**src/source/erx_pkg.sv**
```systemverilog
// shared types and widths for the link receive path
// datamode enum, link geometry, transaction field widths

`default_nettype none

package erx_pkg;

   // ####################################################################
   // access size encoding, as carried in the transaction
   // ####################################################################
   typedef enum logic [1:0] {
      dm_byte   = 2'b00,   // 8 bit
      dm_half   = 2'b01,   // 16 bit
      dm_word   = 2'b10,   // 32 bit
      dm_double = 2'b11    // 64 bit, two halves
   } datamode_e;

   // ####################################################################
   // link and field geometry
   // ####################################################################
   localparam int link_bytes = 8;    // bytes per rx_lclk_div4 cycle
   localparam int align_w    = 3;    // frame start position in a group

   localparam int addr_w     = 32;   // dstaddr and srcaddr
   localparam int data_w     = 32;   // data payload
   localparam int ctrl_w     = 4;    // ctrlmode

   // each streamed write lands on the next doubleword
   localparam int stream_step = 8;

endpackage

`default_nettype wire
```
**src/source/erx_top.sv**
```systemverilog
// rx protocol side of the parallel link
// frame align -> 3 stage decode -> window filter and port dispatch

`timescale 1ns/1ps
`default_nettype none

module erx_top
   import erx_pkg::*;
#(
   parameter logic [addr_w-1:0] filter_base = 32'h0800_0000,
   parameter logic [addr_w-1:0] filter_mask = 32'hFFF0_0000
) (
   input  wire                      rx_lclk_div4,
   input  wire                      rst,
   input  wire  [link_bytes-1:0]    rx_frame_par,
   input  wire  [8*link_bytes-1:0]  rx_data_par,
   input  wire                      wr_wait,
   input  wire                      rd_wait,
   output logic                     wr_access,
   output logic [addr_w-1:0]        wr_dstaddr,
   output logic [data_w-1:0]        wr_data,
   output datamode_e                wr_datamode,
   output logic [ctrl_w-1:0]        wr_ctrlmode,
   output logic                     rd_access,
   output logic [addr_w-1:0]        rd_dstaddr,
   output logic [addr_w-1:0]        rd_srcaddr,
   output datamode_e                rd_datamode,
   output logic [ctrl_w-1:0]        rd_ctrlmode,
   output logic [7:0]               drop_count,
   output logic                     rx_wr_wait,
   output logic                     rx_rd_wait
);

   // align -> protocol
   logic [align_w-1:0]       align_pos;
   logic                     align_active;
   logic [8*link_bytes-1:0]  data_grp;
   logic [link_bytes-1:0]    frame_grp;

   // protocol -> dispatch
   logic                     dec_access;
   logic                     dec_write;
   datamode_e                dec_datamode;
   logic [ctrl_w-1:0]        dec_ctrlmode;
   logic [addr_w-1:0]        dec_dstaddr;
   logic [addr_w-1:0]        dec_srcaddr;
   logic [data_w-1:0]        dec_data;

   erx_frame_align erx_frame_align_inst (
      .rx_lclk_div4 (rx_lclk_div4),
      .rst          (rst),
      .rx_frame_par (rx_frame_par),
      .rx_data_par  (rx_data_par),
      .align_pos    (align_pos),
      .align_active (align_active),
      .data_grp     (data_grp),
      .frame_grp    (frame_grp)
   );

   erx_protocol erx_protocol_inst (
      .rx_lclk_div4 (rx_lclk_div4),
      .rst          (rst),
      .align_pos    (align_pos),
      .align_active (align_active),
      .data_grp     (data_grp),
      .frame_grp    (frame_grp),
      .dec_access   (dec_access),
      .dec_write    (dec_write),
      .dec_datamode (dec_datamode),
      .dec_ctrlmode (dec_ctrlmode),
      .dec_dstaddr  (dec_dstaddr),
      .dec_srcaddr  (dec_srcaddr),
      .dec_data     (dec_data)
   );

   erx_dispatch #(
      .filter_base (filter_base),
      .filter_mask (filter_mask)
   ) erx_dispatch_inst (
      .rx_lclk_div4 (rx_lclk_div4),
      .rst          (rst),
      .dec_access   (dec_access),
      .dec_write    (dec_write),
      .dec_datamode (dec_datamode),
      .dec_ctrlmode (dec_ctrlmode),
      .dec_dstaddr  (dec_dstaddr),
      .dec_srcaddr  (dec_srcaddr),
      .dec_data     (dec_data),
      .wr_wait      (wr_wait),
      .rd_wait      (rd_wait),
      .wr_access    (wr_access),
      .wr_dstaddr   (wr_dstaddr),
      .wr_data      (wr_data),
      .wr_datamode  (wr_datamode),
      .wr_ctrlmode  (wr_ctrlmode),
      .rd_access    (rd_access),
      .rd_dstaddr   (rd_dstaddr),
      .rd_srcaddr   (rd_srcaddr),
      .rd_datamode  (rd_datamode),
      .rd_ctrlmode  (rd_ctrlmode),
      .drop_count   (drop_count),
      .rx_wr_wait   (rx_wr_wait),
      .rx_rd_wait   (rx_rd_wait)
   );

endmodule

`default_nettype wire

```
**src/source/erx_dispatch.sv**
```systemverilog
// address window filter for decoded rx transactions
// write / read port routing, saturating count of dropped accesses

`timescale 1ns/1ps
`default_nettype none

module erx_dispatch
   import erx_pkg::*;
#(
   parameter logic [addr_w-1:0] filter_base = 32'h0800_0000,
   parameter logic [addr_w-1:0] filter_mask = 32'hFFF0_0000
) (
   input  wire                 rx_lclk_div4,
   input  wire                 rst,
   // decoded transaction
   input  wire                 dec_access,
   input  wire                 dec_write,
   input  wire datamode_e      dec_datamode,
   input  wire  [ctrl_w-1:0]   dec_ctrlmode,
   input  wire  [addr_w-1:0]   dec_dstaddr,
   input  wire  [addr_w-1:0]   dec_srcaddr,
   input  wire  [data_w-1:0]   dec_data,
   // consumer wait levels
   input  wire                 wr_wait,
   input  wire                 rd_wait,
   // write port
   output logic                wr_access,
   output logic [addr_w-1:0]   wr_dstaddr,
   output logic [data_w-1:0]   wr_data,
   output datamode_e           wr_datamode,
   output logic [ctrl_w-1:0]   wr_ctrlmode,
   // read port
   output logic                rd_access,
   output logic [addr_w-1:0]   rd_dstaddr,
   output logic [addr_w-1:0]   rd_srcaddr,
   output datamode_e           rd_datamode,
   output logic [ctrl_w-1:0]   rd_ctrlmode,
   // status and wait back to the link
   output logic [7:0]          drop_count,
   output logic                rx_wr_wait,
   output logic                rx_rd_wait
);

   logic hit;      // dstaddr falls inside the window
   logic wr_hit;
   logic rd_hit;
   logic miss;

   // ####################################################################
   // window compare
   // ####################################################################
   assign hit    = (dec_dstaddr & filter_mask) == filter_base;
   assign wr_hit = dec_access & hit & dec_write;
   assign rd_hit = dec_access & hit & ~dec_write;
   assign miss   = dec_access & ~hit;

   always_ff @(posedge rx_lclk_div4) begin
      if (rst) begin
         wr_access  <= 1'b0;
         rd_access  <= 1'b0;
         drop_count <= '0;
      end else begin
         wr_access <= wr_hit;
         rd_access <= rd_hit;
         if (miss && drop_count != 8'hFF) begin
            drop_count <= drop_count + 8'd1;   // sticks at 255
         end
      end
   end

   // payloads only load on a hit for their own port
   always_ff @(posedge rx_lclk_div4) begin
      if (wr_hit) begin
         wr_dstaddr  <= dec_dstaddr;
         wr_data     <= dec_data;
         wr_datamode <= dec_datamode;
         wr_ctrlmode <= dec_ctrlmode;
      end
      if (rd_hit) begin
         rd_dstaddr  <= dec_dstaddr;
         rd_srcaddr  <= dec_srcaddr;   // return address for the response
         rd_datamode <= dec_datamode;
         rd_ctrlmode <= dec_ctrlmode;
      end
   end

   // ####################################################################
   // wait levels go straight back to the remote transmitter
   // ####################################################################
   assign rx_wr_wait = wr_wait;
   assign rx_rd_wait = rd_wait;

   // one transaction feeds exactly one port
   a_one_port : assert property (
      @(posedge rx_lclk_div4) disable iff (rst)
      !(wr_access && rd_access)
   );

endmodule

`default_nettype wire

```
**src/source/erx_protocol.sv**
```systemverilog
// three stage transaction decoder for the rx link
// gathers the 14 packet bytes over up to three groups, handles streamed writes

`timescale 1ns/1ps
`default_nettype none

module erx_protocol
   import erx_pkg::*;
(
   input  wire                      rx_lclk_div4,
   input  wire                      rst,
   input  wire  [align_w-1:0]       align_pos,
   input  wire                      align_active,
   input  wire  [8*link_bytes-1:0]  data_grp,
   input  wire  [link_bytes-1:0]    frame_grp,
   output logic                     dec_access,
   output logic                     dec_write,
   output datamode_e                dec_datamode,
   output logic [ctrl_w-1:0]        dec_ctrlmode,
   output logic [addr_w-1:0]        dec_dstaddr,
   output logic [addr_w-1:0]        dec_srcaddr,
   output logic [data_w-1:0]        dec_data
);

   localparam int pkt_bytes = 14;            // tran byte + 104 bit transaction
   localparam int pkt_w     = 8*pkt_bytes;
   localparam int grp_w     = 8*link_bytes;

   // ####################################################################
   // byte picker
   // packet byte i sits at wire offset (first byte of frame) + i,
   // counted from the start of the group that holds the rising edge
   // ####################################################################
   function automatic logic [pkt_w-1:0] fill_pkt(
      input logic [pkt_w-1:0]   pkt_in,
      input logic [align_w-1:0] pos,
      input logic [grp_w-1:0]   grp,
      input int                 grp_idx,    // which group of the frame this is
      input int                 lo_byte     // first packet byte to touch
   );
      logic [pkt_w-1:0] pkt_out;
      int               off;
      int               abs_idx;
      pkt_out = pkt_in;
      off     = (link_bytes - 1) - int'(pos);   // pos 7 -> offset 0
      for (int i = 0; i < pkt_bytes; i++) begin
         abs_idx = off + i;
         if (i >= lo_byte && abs_idx / link_bytes == grp_idx) begin
            pkt_out[pkt_w-1-8*i -: 8] = grp[grp_w-1-8*(abs_idx % link_bytes) -: 8];
         end
      end
      return pkt_out;
   endfunction

   // stage 0 / 1 state
   logic                 active_0, active_1;
   logic [align_w-1:0]   pos_0, pos_1;
   logic [pkt_w-1:0]     pkt_0, pkt_1;

   // stage 2 state
   logic                 stream_2;          // next group is another write
   logic [align_w-1:0]   pos_2;             // held while streaming
   logic [grp_w-1:0]     grp_d1, grp_d2;    // two previous groups
   logic [link_bytes-1:0] frm_d1;
   logic [pkt_w-1:0]     pkt_norm;          // completed first packet
   logic [pkt_w-1:0]     pkt_strm;          // data/srcaddr of a stream group
   logic [align_w-1:0]   nx_pos;
   logic                 nx_active;
   logic [2*link_bytes-1:0] frm_win;

   // ####################################################################
   // stages 0 and 1: current and next group
   // ####################################################################
   always_ff @(posedge rx_lclk_div4) begin
      if (rst) begin
         active_0 <= 1'b0;
         active_1 <= 1'b0;
      end else begin
         active_0 <= align_active;
         active_1 <= active_0;
      end
   end

   always_ff @(posedge rx_lclk_div4) begin
      pos_0 <= align_pos;
      pkt_0 <= fill_pkt('0, align_pos, data_grp, 0, 0);   // first group only
      pos_1 <= pos_0;
      pkt_1 <= fill_pkt(pkt_0, pos_0, data_grp, 1, 0);
      grp_d1 <= data_grp;   // history for stream groups
      grp_d2 <= grp_d1;
      frm_d1 <= frame_grp;
   end

   // ####################################################################
   // stage 2: late starts finish here, stream groups are cut from a
   // three group window with the held start position
   // ####################################################################
   always_comb begin
      pkt_norm = fill_pkt(pkt_1, pos_1, data_grp, 2, 0);
      pkt_strm = fill_pkt('0, pos_2, grp_d2, 0, 6);   // bytes 6..13 = data, srcaddr
      pkt_strm = fill_pkt(pkt_strm, pos_2, grp_d1, 1, 6);
      pkt_strm = fill_pkt(pkt_strm, pos_2, data_grp, 2, 6);
   end

   // item issued this edge, and where its frame bit after the end sits
   assign nx_pos    = stream_2 ? pos_2 : pos_1;
   assign nx_active = stream_2 | active_1;
   assign frm_win   = {frm_d1, frame_grp};   // byte after the end lands at pos + 2

   always_ff @(posedge rx_lclk_div4) begin
      if (rst) begin
         dec_access <= 1'b0;
         stream_2   <= 1'b0;
      end else begin
         if (!stream_2) begin
            dec_access <= active_1 & pkt_norm[64];   // access bit, gated
         end
         stream_2 <= nx_active & frm_win[int'(nx_pos) + 2];
      end
   end

   always_ff @(posedge rx_lclk_div4) begin
      if (stream_2) begin
         dec_dstaddr <= dec_dstaddr + addr_w'(stream_step);   // command held
         dec_data    <= pkt_strm[63:32];
         dec_srcaddr <= pkt_strm[31:0];
      end else begin
         pos_2        <= pos_1;
         dec_ctrlmode <= pkt_norm[103:100];
         dec_dstaddr  <= pkt_norm[99:68];
         dec_datamode <= datamode_e'(pkt_norm[67:66]);
         dec_write    <= pkt_norm[65];
         dec_data     <= pkt_norm[63:32];
         dec_srcaddr  <= pkt_norm[31:0];
      end
   end

   // a fresh access always traces back to a frame edge three groups ago
   a_access_origin : assert property (
      @(posedge rx_lclk_div4) disable iff (rst)
      $rose(dec_access) |-> $past(align_active, 3)
   );

endmodule

`default_nettype wire

```
**src/source/erx_frame_align.sv**
```systemverilog
// frame edge finder for the parallel rx link
// registers start position and active flag with the byte group

`timescale 1ns/1ps
`default_nettype none

module erx_frame_align
   import erx_pkg::*;
(
   input  wire                      rx_lclk_div4,
   input  wire                      rst,
   input  wire  [link_bytes-1:0]    rx_frame_par,   // bit 7 first on the wire
   input  wire  [8*link_bytes-1:0]  rx_data_par,    // byte 7 first on the wire
   output logic [align_w-1:0]       align_pos,      // byte where the frame rose
   output logic                     align_active,   // a frame starts in this group
   output logic [8*link_bytes-1:0]  data_grp,
   output logic [link_bytes-1:0]    frame_grp
);

   logic                  frame_prev;   // last frame bit of the previous group
   logic [link_bytes-1:0] rise;         // 0->1 transitions, one per byte
   logic [align_w-1:0]    rise_pos;
   logic                  rise_any;

   // previous bit for byte 7 comes from the group before
   assign rise = rx_frame_par & ~{frame_prev, rx_frame_par[link_bytes-1:1]};

   // first edge on the wire wins, so highest index has priority
   always_comb begin
      rise_pos = '0;
      rise_any = 1'b0;
      for (int i = 0; i < link_bytes; i++) begin
         if (rise[i]) begin
            rise_pos = align_w'(i);
            rise_any = 1'b1;
         end
      end
   end

   // control flags
   always_ff @(posedge rx_lclk_div4) begin
      if (rst) begin
         frame_prev   <= 1'b0;
         align_active <= 1'b0;
      end else begin
         frame_prev   <= rx_frame_par[0];
         align_active <= rise_any;
      end
   end

   // position and groups move together with the flag
   always_ff @(posedge rx_lclk_div4) begin
      align_pos <= rise_pos;
      data_grp  <= rx_data_par;
      frame_grp <= rx_frame_par;   // needed later for the stream check
   end

   // nothing may look like a frame start straight out of reset
   a_idle_after_rst : assert property (
      @(posedge rx_lclk_div4) rst |=> !align_active
   );

endmodule

`default_nettype wire

```
**config.mk**
```make
export PLATFORM = sky130hd
export DESIGN_NAME = erx_top
export DESIGN_NICKNAME = d
export VERILOG_FILES = /design/src/source/erx_pkg.sv /design/src/source/erx_top.sv /design/src/source/erx_dispatch.sv /design/src/source/erx_protocol.sv /design/src/source/erx_frame_align.sv
export SDC_FILE = /design/constraint.sdc
export NUM_CORES = 1
export LEC_CHECK = 0
export BUFFER_PORTS_ARGS = -buffer_cell sky130_fd_sc_hd__buf_4
export CAP_MARGIN = 10
export CORE_MARGIN = 4
export CORE_UTILIZATION = 28
export DETAILED_ROUTE_END_ITERATION = 10
export PLACE_DENSITY = 0.43
export SLEW_MARGIN = 20
export SYNTH_ARGS = -nofsm -noshare
export SYNTH_HDL_FRONTEND = slang
export SYNTH_SLANG_ARGS = --single-unit
```
**constraint.sdc**
```tcl
create_clock -name rx_lclk_div4 -period 16.05 [get_ports rx_lclk_div4]
set_clock_uncertainty 0.2 [all_clocks]
set_input_delay 3.21 -clock rx_lclk_div4 [delete_from_list [all_inputs] [get_ports rx_lclk_div4]]
set_output_delay 3.21 -clock rx_lclk_div4 [all_outputs]
set_load 0.01 [all_outputs]
```
==> results.md, run 1 <==
* Crit. End Element: output pin
* Synth warn at 0
* Post-DR wirelength/cell at 28.4 um
* Logic pwr share at 21.9%
* Power density over the cells at 134 nW/um2
* Outcome: finished clean
* Mapped cell area at 32400 um2
* # hold bufs at CTS at 0
* ANT nets after route at 0
* Congestion Overflow GR at 0
* Worst setup path class: primary input to output pin
* Global-route wire length before repair at 174 mm
* RSZ-0062 raised after global routing: false
* GP Congestion at 0.863
* Root Driver: clkbuf_16
* Post-CTS Resized at 0
* Post-synth ARST share at 0%
* Internal Power at 3550 uW
* Core region area at 115000 um2
* Net Count, Synth at 2712
* Routed wire length at 122 mm
* Crit-path max FO at 1
* Seq/Total Area, Yosys at 45.6%
* Crit start category: primary input
* Max cap viols at 0
* Fmax achieved at 0.151 GHz
* Final Hold Viols at 0
* Final core occ at 33.3%
* DIE WIDTH at 348 um
* Clk Latency, worst-skew pair at 0.67 ns
* Synth Area in XOR/XNOR at 0.920%
* DRC at 0
* Main combinational cell family by area after synthesis: multiplexers
* Final setup viols at 0
* Sw Share at 30.6%
* Synthesized instance count at 2594
* Fin crit period at 6.62 ns
* Layout overhead on the synthesized area at 17.8%
* Final period utilization at 41.2%
* GRT Total Usage at 19.6%
* Num CTS Buffers at 78
* Drt via density at 5.40
* Sequential share of power at 41.2%
* Post-synth EDFFs at 150
* Simple-Gate Fraction of Synth Area at 6.86%
* Layout cells sized above 1 at 31.4%
* Core Rows at 124
* HPWL after DPL at 82.8 mm
* Largest net degree at the start of global routing at 139
* Compound-Gate Fraction of Synth Area at 6.96%
* Slew Limit Headroom at 26.4%
* Leak pwr at 0.0146 uW
* Antenna violations before repair at 8
* Synth Area in Adders at 1.62%
* TritonCTS clock tree: done
* Avg Cell Area, Syn at 12.5 um2
* Hold slack at 0.153 ns
* # H-tree levels at 3
* VDD IR-drop max at 0.0000785 V
* Setup TNS at 0 ns
* Initial core utilization at 28.3%
* Nets at 2829
* Iteration count of the initial detailed-routing pass at 5
* Post-synth top flop: dfxtp_1
* Vias in the first global route at 23500
* Synthesis-stage register bit count at 663
* I/O pin total at 228
* WP data arrival at 3.21 ns
* Setup repair bufs after CTS at 0
* Max Root-Sink Buffers at 3
* P_sw at 1570 uW
* Die Area at 121000 um2
* Clock-pin slew on the worst setup and hold paths at 0.06 ns
* Fin. max-slew vios at 0
* Clock share of power at 37.0%
* Initial DRC Count at 2066
* Cell variety after synth at 59
* Routed vias at 23200
* Die Span Y at 348 um
* Worst Hold Class: register to register
* Req. time, crit path at 12.64 ns
* Sink Count at 663
* Mux cell area share after synthesis at 34.0%
* IO buf count at 223
* Actual slew at the worst max-slew pin at 1.09 ns
-- per-stage QoR --
step,setup slack [ns],instances,cell area [um2],power [uW]
detailed placement,9.43,4143,35400,3260
finish,9.43,4290,38100,5120
global route,9.43,4288,38100,5330
CTS,9.43,4288,38100,5170
floorplan,9.27,2594,32400,2840
global placement,9.43,4143,35400,3250
-- layout by cell type, fill, tap and decap left out, types with 7 or more instances in the layout --
cell type,instances
dfxtp_1,507
buf_4,294
mux4_2,274
mux2i_1,219
nor2_1,212
nand2_1,175
edfxtp_1,150
mux2_2,144
a21oi_1,126
clkbuf_16,82
o21ai_0,65
o22ai_1,39
a211oi_1,39
ha_1,37
nor2b_1,35
mux4_1,34
inv_1,28
xnor2_1,23
nand3_1,17
o21ai_1,16
a31oi_1,16
and3_1,15
clkinv_2,15
a221oi_1,14
clkbuf_1,13
nand2b_1,11
xor2_1,11
nor4_1,10
nor3_1,10
and2_1,10
clkbuf_8,10
a22o_1,8
o21bai_1,8
o31ai_1,8
o2111ai_1,8
mux2_4,8
bufinv_16,7
-- cell usage after synthesis, types with 14 or more instances --
library cell  number  area share (%)
buf_2             68             1.1
o22ai_1           39            0.75
ha_1              42             1.6
nor2b_1           35            0.68
nand3_1           17            0.26
inv_1             28            0.32
a21oi_1          126             1.9
buf_1             34            0.39
and3_1            16            0.31
xnor2_1           23            0.62
dfxtp_1          513              32
nor2_1           212             2.5
o21ai_1           15            0.23
edfxtp_1         150              14
o21ai_0           66             1.0
mux2i_1          219             6.8
clkbuf_1         140             1.6
a211oi_1          39            0.90
mux2_2           144             5.0
a31oi_1           16            0.31
a221oi_1          14            0.38
mux4_2           274              19
nand2_1          175             2.0
mux4_1            34             2.8
-- per-layer routing --
metal	up-vias	track usage [%]	wire, um
li1	10000	-	-
met1	11900	26.7	52600
met2	1078	30.7	54800
met3	226	3.53	9010
met4	2	8.63	5360
met5	-	0	13
-- sequential cells by signal (all words and copies together) (netlist names), 64 cells and up --
| signal | cells |
|---|---|
| erx_protocol_inst.pkt_0 | 80 |
| erx_protocol_inst.grp_d1 | 64 |
| erx_protocol_inst.grp_d2 | 64 |
| erx_protocol_inst.pkt_1 | 104 |
| erx_frame_align_inst.data_grp | 64 |
-- cells by family (layout without fill, tap and decap cells) --
logic type,after synthesis,count (layout)
mux,680,680
xor+xnor,34,34
buf+inv,291,473
compound gates,371,371
fa+ha+maj,42,42
simple gates,513,513
other cells,0,2
flops,663,663
-- final cells by class --
cell class	instances	area, um2
Fill cell	11300	76400
Multi-Input combinational cell	1640	16300
Sequential cell	663	14800
Clock buffer	105	2240
Timing Repair Buffer	295	2230
Tap cell	1512	1890
Clock inverter	40	509
Inverter	33	124
Antenna cell	2	5.00
-- final timing paths --
| kind | cells after the start | slack (ns) | startpoint | end |
|---|---|---|---|---|
| worst max register to register | 7 | 11.43 | erx_protocol_inst.pos_2[0]$_DFF_P_ | erx_protocol_inst.dec_data[2]$_DFF_P_ |
| worst min register to register | 0 | 0.15 | erx_frame_align_inst.frame_grp[3]$_DFF_P_ | erx_protocol_inst.frm_d1[3]$_DFF_P_ |
| worst min-delay path | 0 | 0.15 | erx_frame_align_inst.frame_grp[3]$_DFF_P_ | erx_protocol_inst.frm_d1[3]$_DFF_P_ |
| worst max-delay path | 0 | 9.43 | wr_wait | rx_wr_wait |
-- worst register-to-register path, delay by kind of cell, from the launching register on --
family          cells  cell delay (ns)
fa+ha+maj           1             0.94
compound gates      3             0.71
flops               1             0.82
buf+inv             2             1.21
mux                 1             0.63
-- power groups by stage --
| stage | Sequential (uW) | Clock (uW) | Combinational [uW] |
|---|---|---|---|
| 6_report | 2110 | 1890 | 1120 |
| 5_1_grt | 2130 | 2010 | 1190 |
| 3_5_place_dp | 2140 | 0 | 1110 |
| 4_1_cts | 2110 | 1940 | 1120 |
| 3_3_place_gp | 2140 | 0 | 1110 |
| 2_1_floorplan | 2030 | 0 | 815 |
No activity file was read; power rests on OpenSTA's default activity.
==> inputs of run 2 (changes only) <==
--- a/config.mk
+++ b/config.mk
@@ -10,7 +10,7 @@
 export CORE_MARGIN = 4
 export CORE_UTILIZATION = 28
 export DETAILED_ROUTE_END_ITERATION = 10
-export PLACE_DENSITY = 0.43
+export PLACE_DENSITY = 0.45
 export SLEW_MARGIN = 20
 export SYNTH_ARGS = -nofsm -noshare
 export SYNTH_HDL_FRONTEND = slang
==> constraint.sdc (replaced) <==
create_clock -name rx_lclk_div4 -period 5.7 [get_ports rx_lclk_div4]
set_clock_uncertainty 0.2 [all_clocks]
set_input_delay 1.14 -clock rx_lclk_div4 [delete_from_list [all_inputs] [get_ports rx_lclk_div4]]
set_output_delay 1.14 -clock rx_lclk_div4 [all_outputs]
set_load 0.01 [all_outputs]
==> run 2 against run 1 <==
Against the previous run:
- sequential cell count unchanged
- critical path type is now register to register
- count of clock-buffer cells in the layout down 2
- critical endpoint is now erx_protocol_inst.dec_srcaddr[19]$_DFF_P_
- cell area down 0.32%
- combinational power rose to 2.8 times the previous value
- via count up 1.1%
==> results.md, run 2 (synthesis results as in run 1) <==
* Outcome: finished clean (unchanged)
* Max stage delay cell, worst path: ha_1
* Initial core utilization at 28.3% (unchanged)
* Reg2Reg Depth at 8 (was 7)
* Max reg flops at 104 (unchanged)
* Iteration count of the initial detailed-routing pass at 5 (unchanged)
* RR Startpoint: erx_protocol_inst.pos_2[1]$_DFF_P_ (was erx_protocol_inst.pos_2[0]$_DFF_P_)
* Leak pwr at 0.0145 uW (was 0.0146 uW)
* Max cap viols at 0 (unchanged)
* Worst setup path startpoint: erx_protocol_inst.pos_2[1]$_DFF_P_ (was wr_wait)
* Clk Latency, worst-skew pair at 0.64 ns (was 0.67 ns)
* WP data arrival at 4.33 ns (was 3.21 ns)
* Most frequent cells in the layout: dfxtp_1 (507), buf_4 (299), mux4_2 (274) (was dfxtp_1 (507), buf_4 (294), mux4_2 (274))
* # H-tree levels at 3 (unchanged)
* Worst setup margin at 1.64 ns (was 9.43 ns)
* Vias in the first global route at 23700 (was 23500)
* Antenna violations before repair at 11 (was 8)
* Drt via density at 5.46 (was 5.40)
* HPWL after DPL at 84.6 mm (was 82.8 mm)
* Congestion Overflow GR at 0 (unchanged)
* Crit start category: register (was primary input)
* # hold bufs at CTS at 0 (unchanged)
* Crit path to: erx_protocol_inst.dec_srcaddr[19]$_DFF_P_ (was rx_wr_wait)
* Post-DR wirelength/cell at 28.4 um (about the same)
* Top reg by flops: erx_protocol_inst.pkt_1 (unchanged)
* Final setup viols at 0 (unchanged)
* Hold slack at 0.136 ns (was 0.153 ns)
* Final core occ at 33.2% (was 33.3%)
* Worst path most repeated cell: ha_1
* VDD IR-drop max at 0.000204 V (was 0.0000785 V)
* Max Root-Sink Buffers at 3 (unchanged)
* R2R setup slack at 1.64 ns (was 11.43 ns)
* Design Power at 14100 uW (was 5120 uW)
* Actual slew at the worst max-slew pin at 1.08 ns (was 1.09 ns)
* Global-route wire length before repair at 174 mm (about the same)
* Clock-pin slew on the worst setup and hold paths at 0.06 ns (about the same)
* Setup WS pre-CTS at 1.70 ns (was 9.43 ns)
* Max incr delay on CP at 0.96 ns
* Routed vias at 23400 (was 23200)
* Fin. max-slew vios at 0 (unchanged)
* GP Congestion at 0.898 (was 0.863)
* DIE WIDTH at 348 um (unchanged)
* Nets at 2833 (was 2829)
* Top cell family by delay on the critical path: adder cells
* Core region area at 115000 um2 (unchanged)
* Final period utilization at 71.1%
* Fmax achieved at 0.247 GHz
* Die Span Y at 348 um (unchanged)
* Core Rows at 124 (unchanged)
* Final Hold Viols at 0 (unchanged)
* Worst-path cell chain: ha_1, inv_1, ha_1, nand2_1, o22ai_1, o31ai_1, o2111ai_1, o21ai_0
* Layout overhead on the synthesized area at 17.5% (was 17.8%)
* Post-CTS Resized at 0 (unchanged)
* Worst Hold Class: register to register (unchanged)
* Setup TNS at 0 ns (unchanged)
* Largest regs: erx_protocol_inst.pkt_1: 104 flops, erx_protocol_inst.pkt_0: 80 flops (unchanged)
* ANT nets after route at 0 (unchanged)
* Layout cells sized above 1 at 31.5% (was 31.4%)
* DRC at 0 (unchanged)
* RSZ-0062 raised after global routing: false (unchanged)
* Worst R2R End: erx_protocol_inst.dec_srcaddr[19]$_DFF_P_ (was erx_protocol_inst.dec_data[2]$_DFF_P_)
* TritonCTS clock tree: done (unchanged)
* Die Area at 121000 um2 (unchanged)
* GRT Total Usage at 19.6% (about the same)
* Num CTS Buffers at 76 (was 78)
* Req. time, crit path at 5.97 ns (was 12.64 ns)
* Most common cell after layout, fill and taps aside: dfxtp_1 (unchanged)
* Sink Count at 663 (unchanged)
* Crit. End Element: register (was output pin)
* Buffers & Inverters on Critical Path at 1
* Largest net degree at the start of global routing at 70 (was 139)
* Root Driver: clkbuf_16 (unchanged)
* IO buf count at 223 (unchanged)
* Worst setup path class: register to register (was primary input to output pin)
* Routed wire length at 122 mm (about the same)
* Fin crit period at 4.06 ns
* Power density over the cells at 371 nW/um2 (was 134 nW/um2)
* I/O pin total at 228 (unchanged)
* Critical path depth at 8 (was 0)
* Setup repair bufs after CTS at 0 (unchanged)
* Crit-path max FO at 55 (was 1)
* Initial DRC Count at 2249 (was 2066)
* Slew Limit Headroom at 27.2% (was 26.4%)
run 2: changes by cell type in the layout (fill, tap and decap cells not counted), moves of 3 or more:
cell	before	now
inv_16	3	0
buf_4	294	299
bufinv_16	7	3
clkbuf_1	13	10
clkinv_4	2	7
run 2: cell type report:
class,count,area [um2]
tap,1512,1890
sequential,663,14800
inverter,33,124
antenna,3,7.51
timing repair buffer,301,2290
fill,11400,76500
multi-input combinational,1640,16400
clock buffer,103,2230
clock inverter,37,328
run 2: power by group:
part	leakage [uW]	total (uW)	internal [uW]	switching [uW]
combinational	0.00760	3120	1460	1650
sequential	0.00568	6010	5430	580
clock	0.00125	4980	2900	2080
run 2: worst register-to-register path: stages (launching register included):
cell       delay, ns
dfxtp_4         0.90
ha_1            0.34
inv_1           0.06
ha_1            0.96
nand2_1         0.69
o22ai_1         0.39
o31ai_1         0.13
o2111ai_1       0.11
o21ai_0         0.12
run 2: per-layer routing:
| metal | track usage (%) | vias to the layer above | routed length (um) |
|---|---|---|---|
| met1 | 26.0 | 12000 | 50700 |
| met2 | 31.2 | 1180 | 56100 |
| met5 | 0 | - | 79 |
| met3 | 4.09 | 257 | 9780 |
| li1 | - | 10000 | - |
| met4 | 8.24 | 12 | 5430 |
run 2: how the worst min path moves through the flow:
stage | start | end | cells past startpoint | slack [ns]
2_1_floorplan | erx_frame_align_inst.frame_grp[1]$_DFF_P_ | erx_protocol_inst.frm_d1[1]$_DFF_P_ | 0 | 0.13
3_3_place_gp | erx_frame_align_inst.frame_grp[5]$_DFF_P_ | erx_protocol_inst.frm_d1[5]$_DFF_P_ | 0 | 0.14
3_5_place_dp | erx_frame_align_inst.frame_grp[1]$_DFF_P_ | erx_protocol_inst.frm_d1[1]$_DFF_P_ | 0 | 0.14
4_1_cts | erx_frame_align_inst.frame_grp[5]$_DFF_P_ | erx_protocol_inst.frm_d1[5]$_DFF_P_ | 0 | 0.15
5_1_grt | erx_frame_align_inst.frame_grp[1]$_DFF_P_ | erx_protocol_inst.frm_d1[1]$_DFF_P_ | 0 | 0.16
6_report | erx_frame_align_inst.frame_grp[5]$_DFF_P_ | erx_protocol_inst.frm_d1[5]$_DFF_P_ | 0 | 0.14
run 2: through the flow:
step	std cells	area, um2
after floorplan	2594	32400
after CTS	4288	38000
final	4292	38000
after detailed placement	4148	35400
after global placement	4148	35400
after global routing	4289	38000
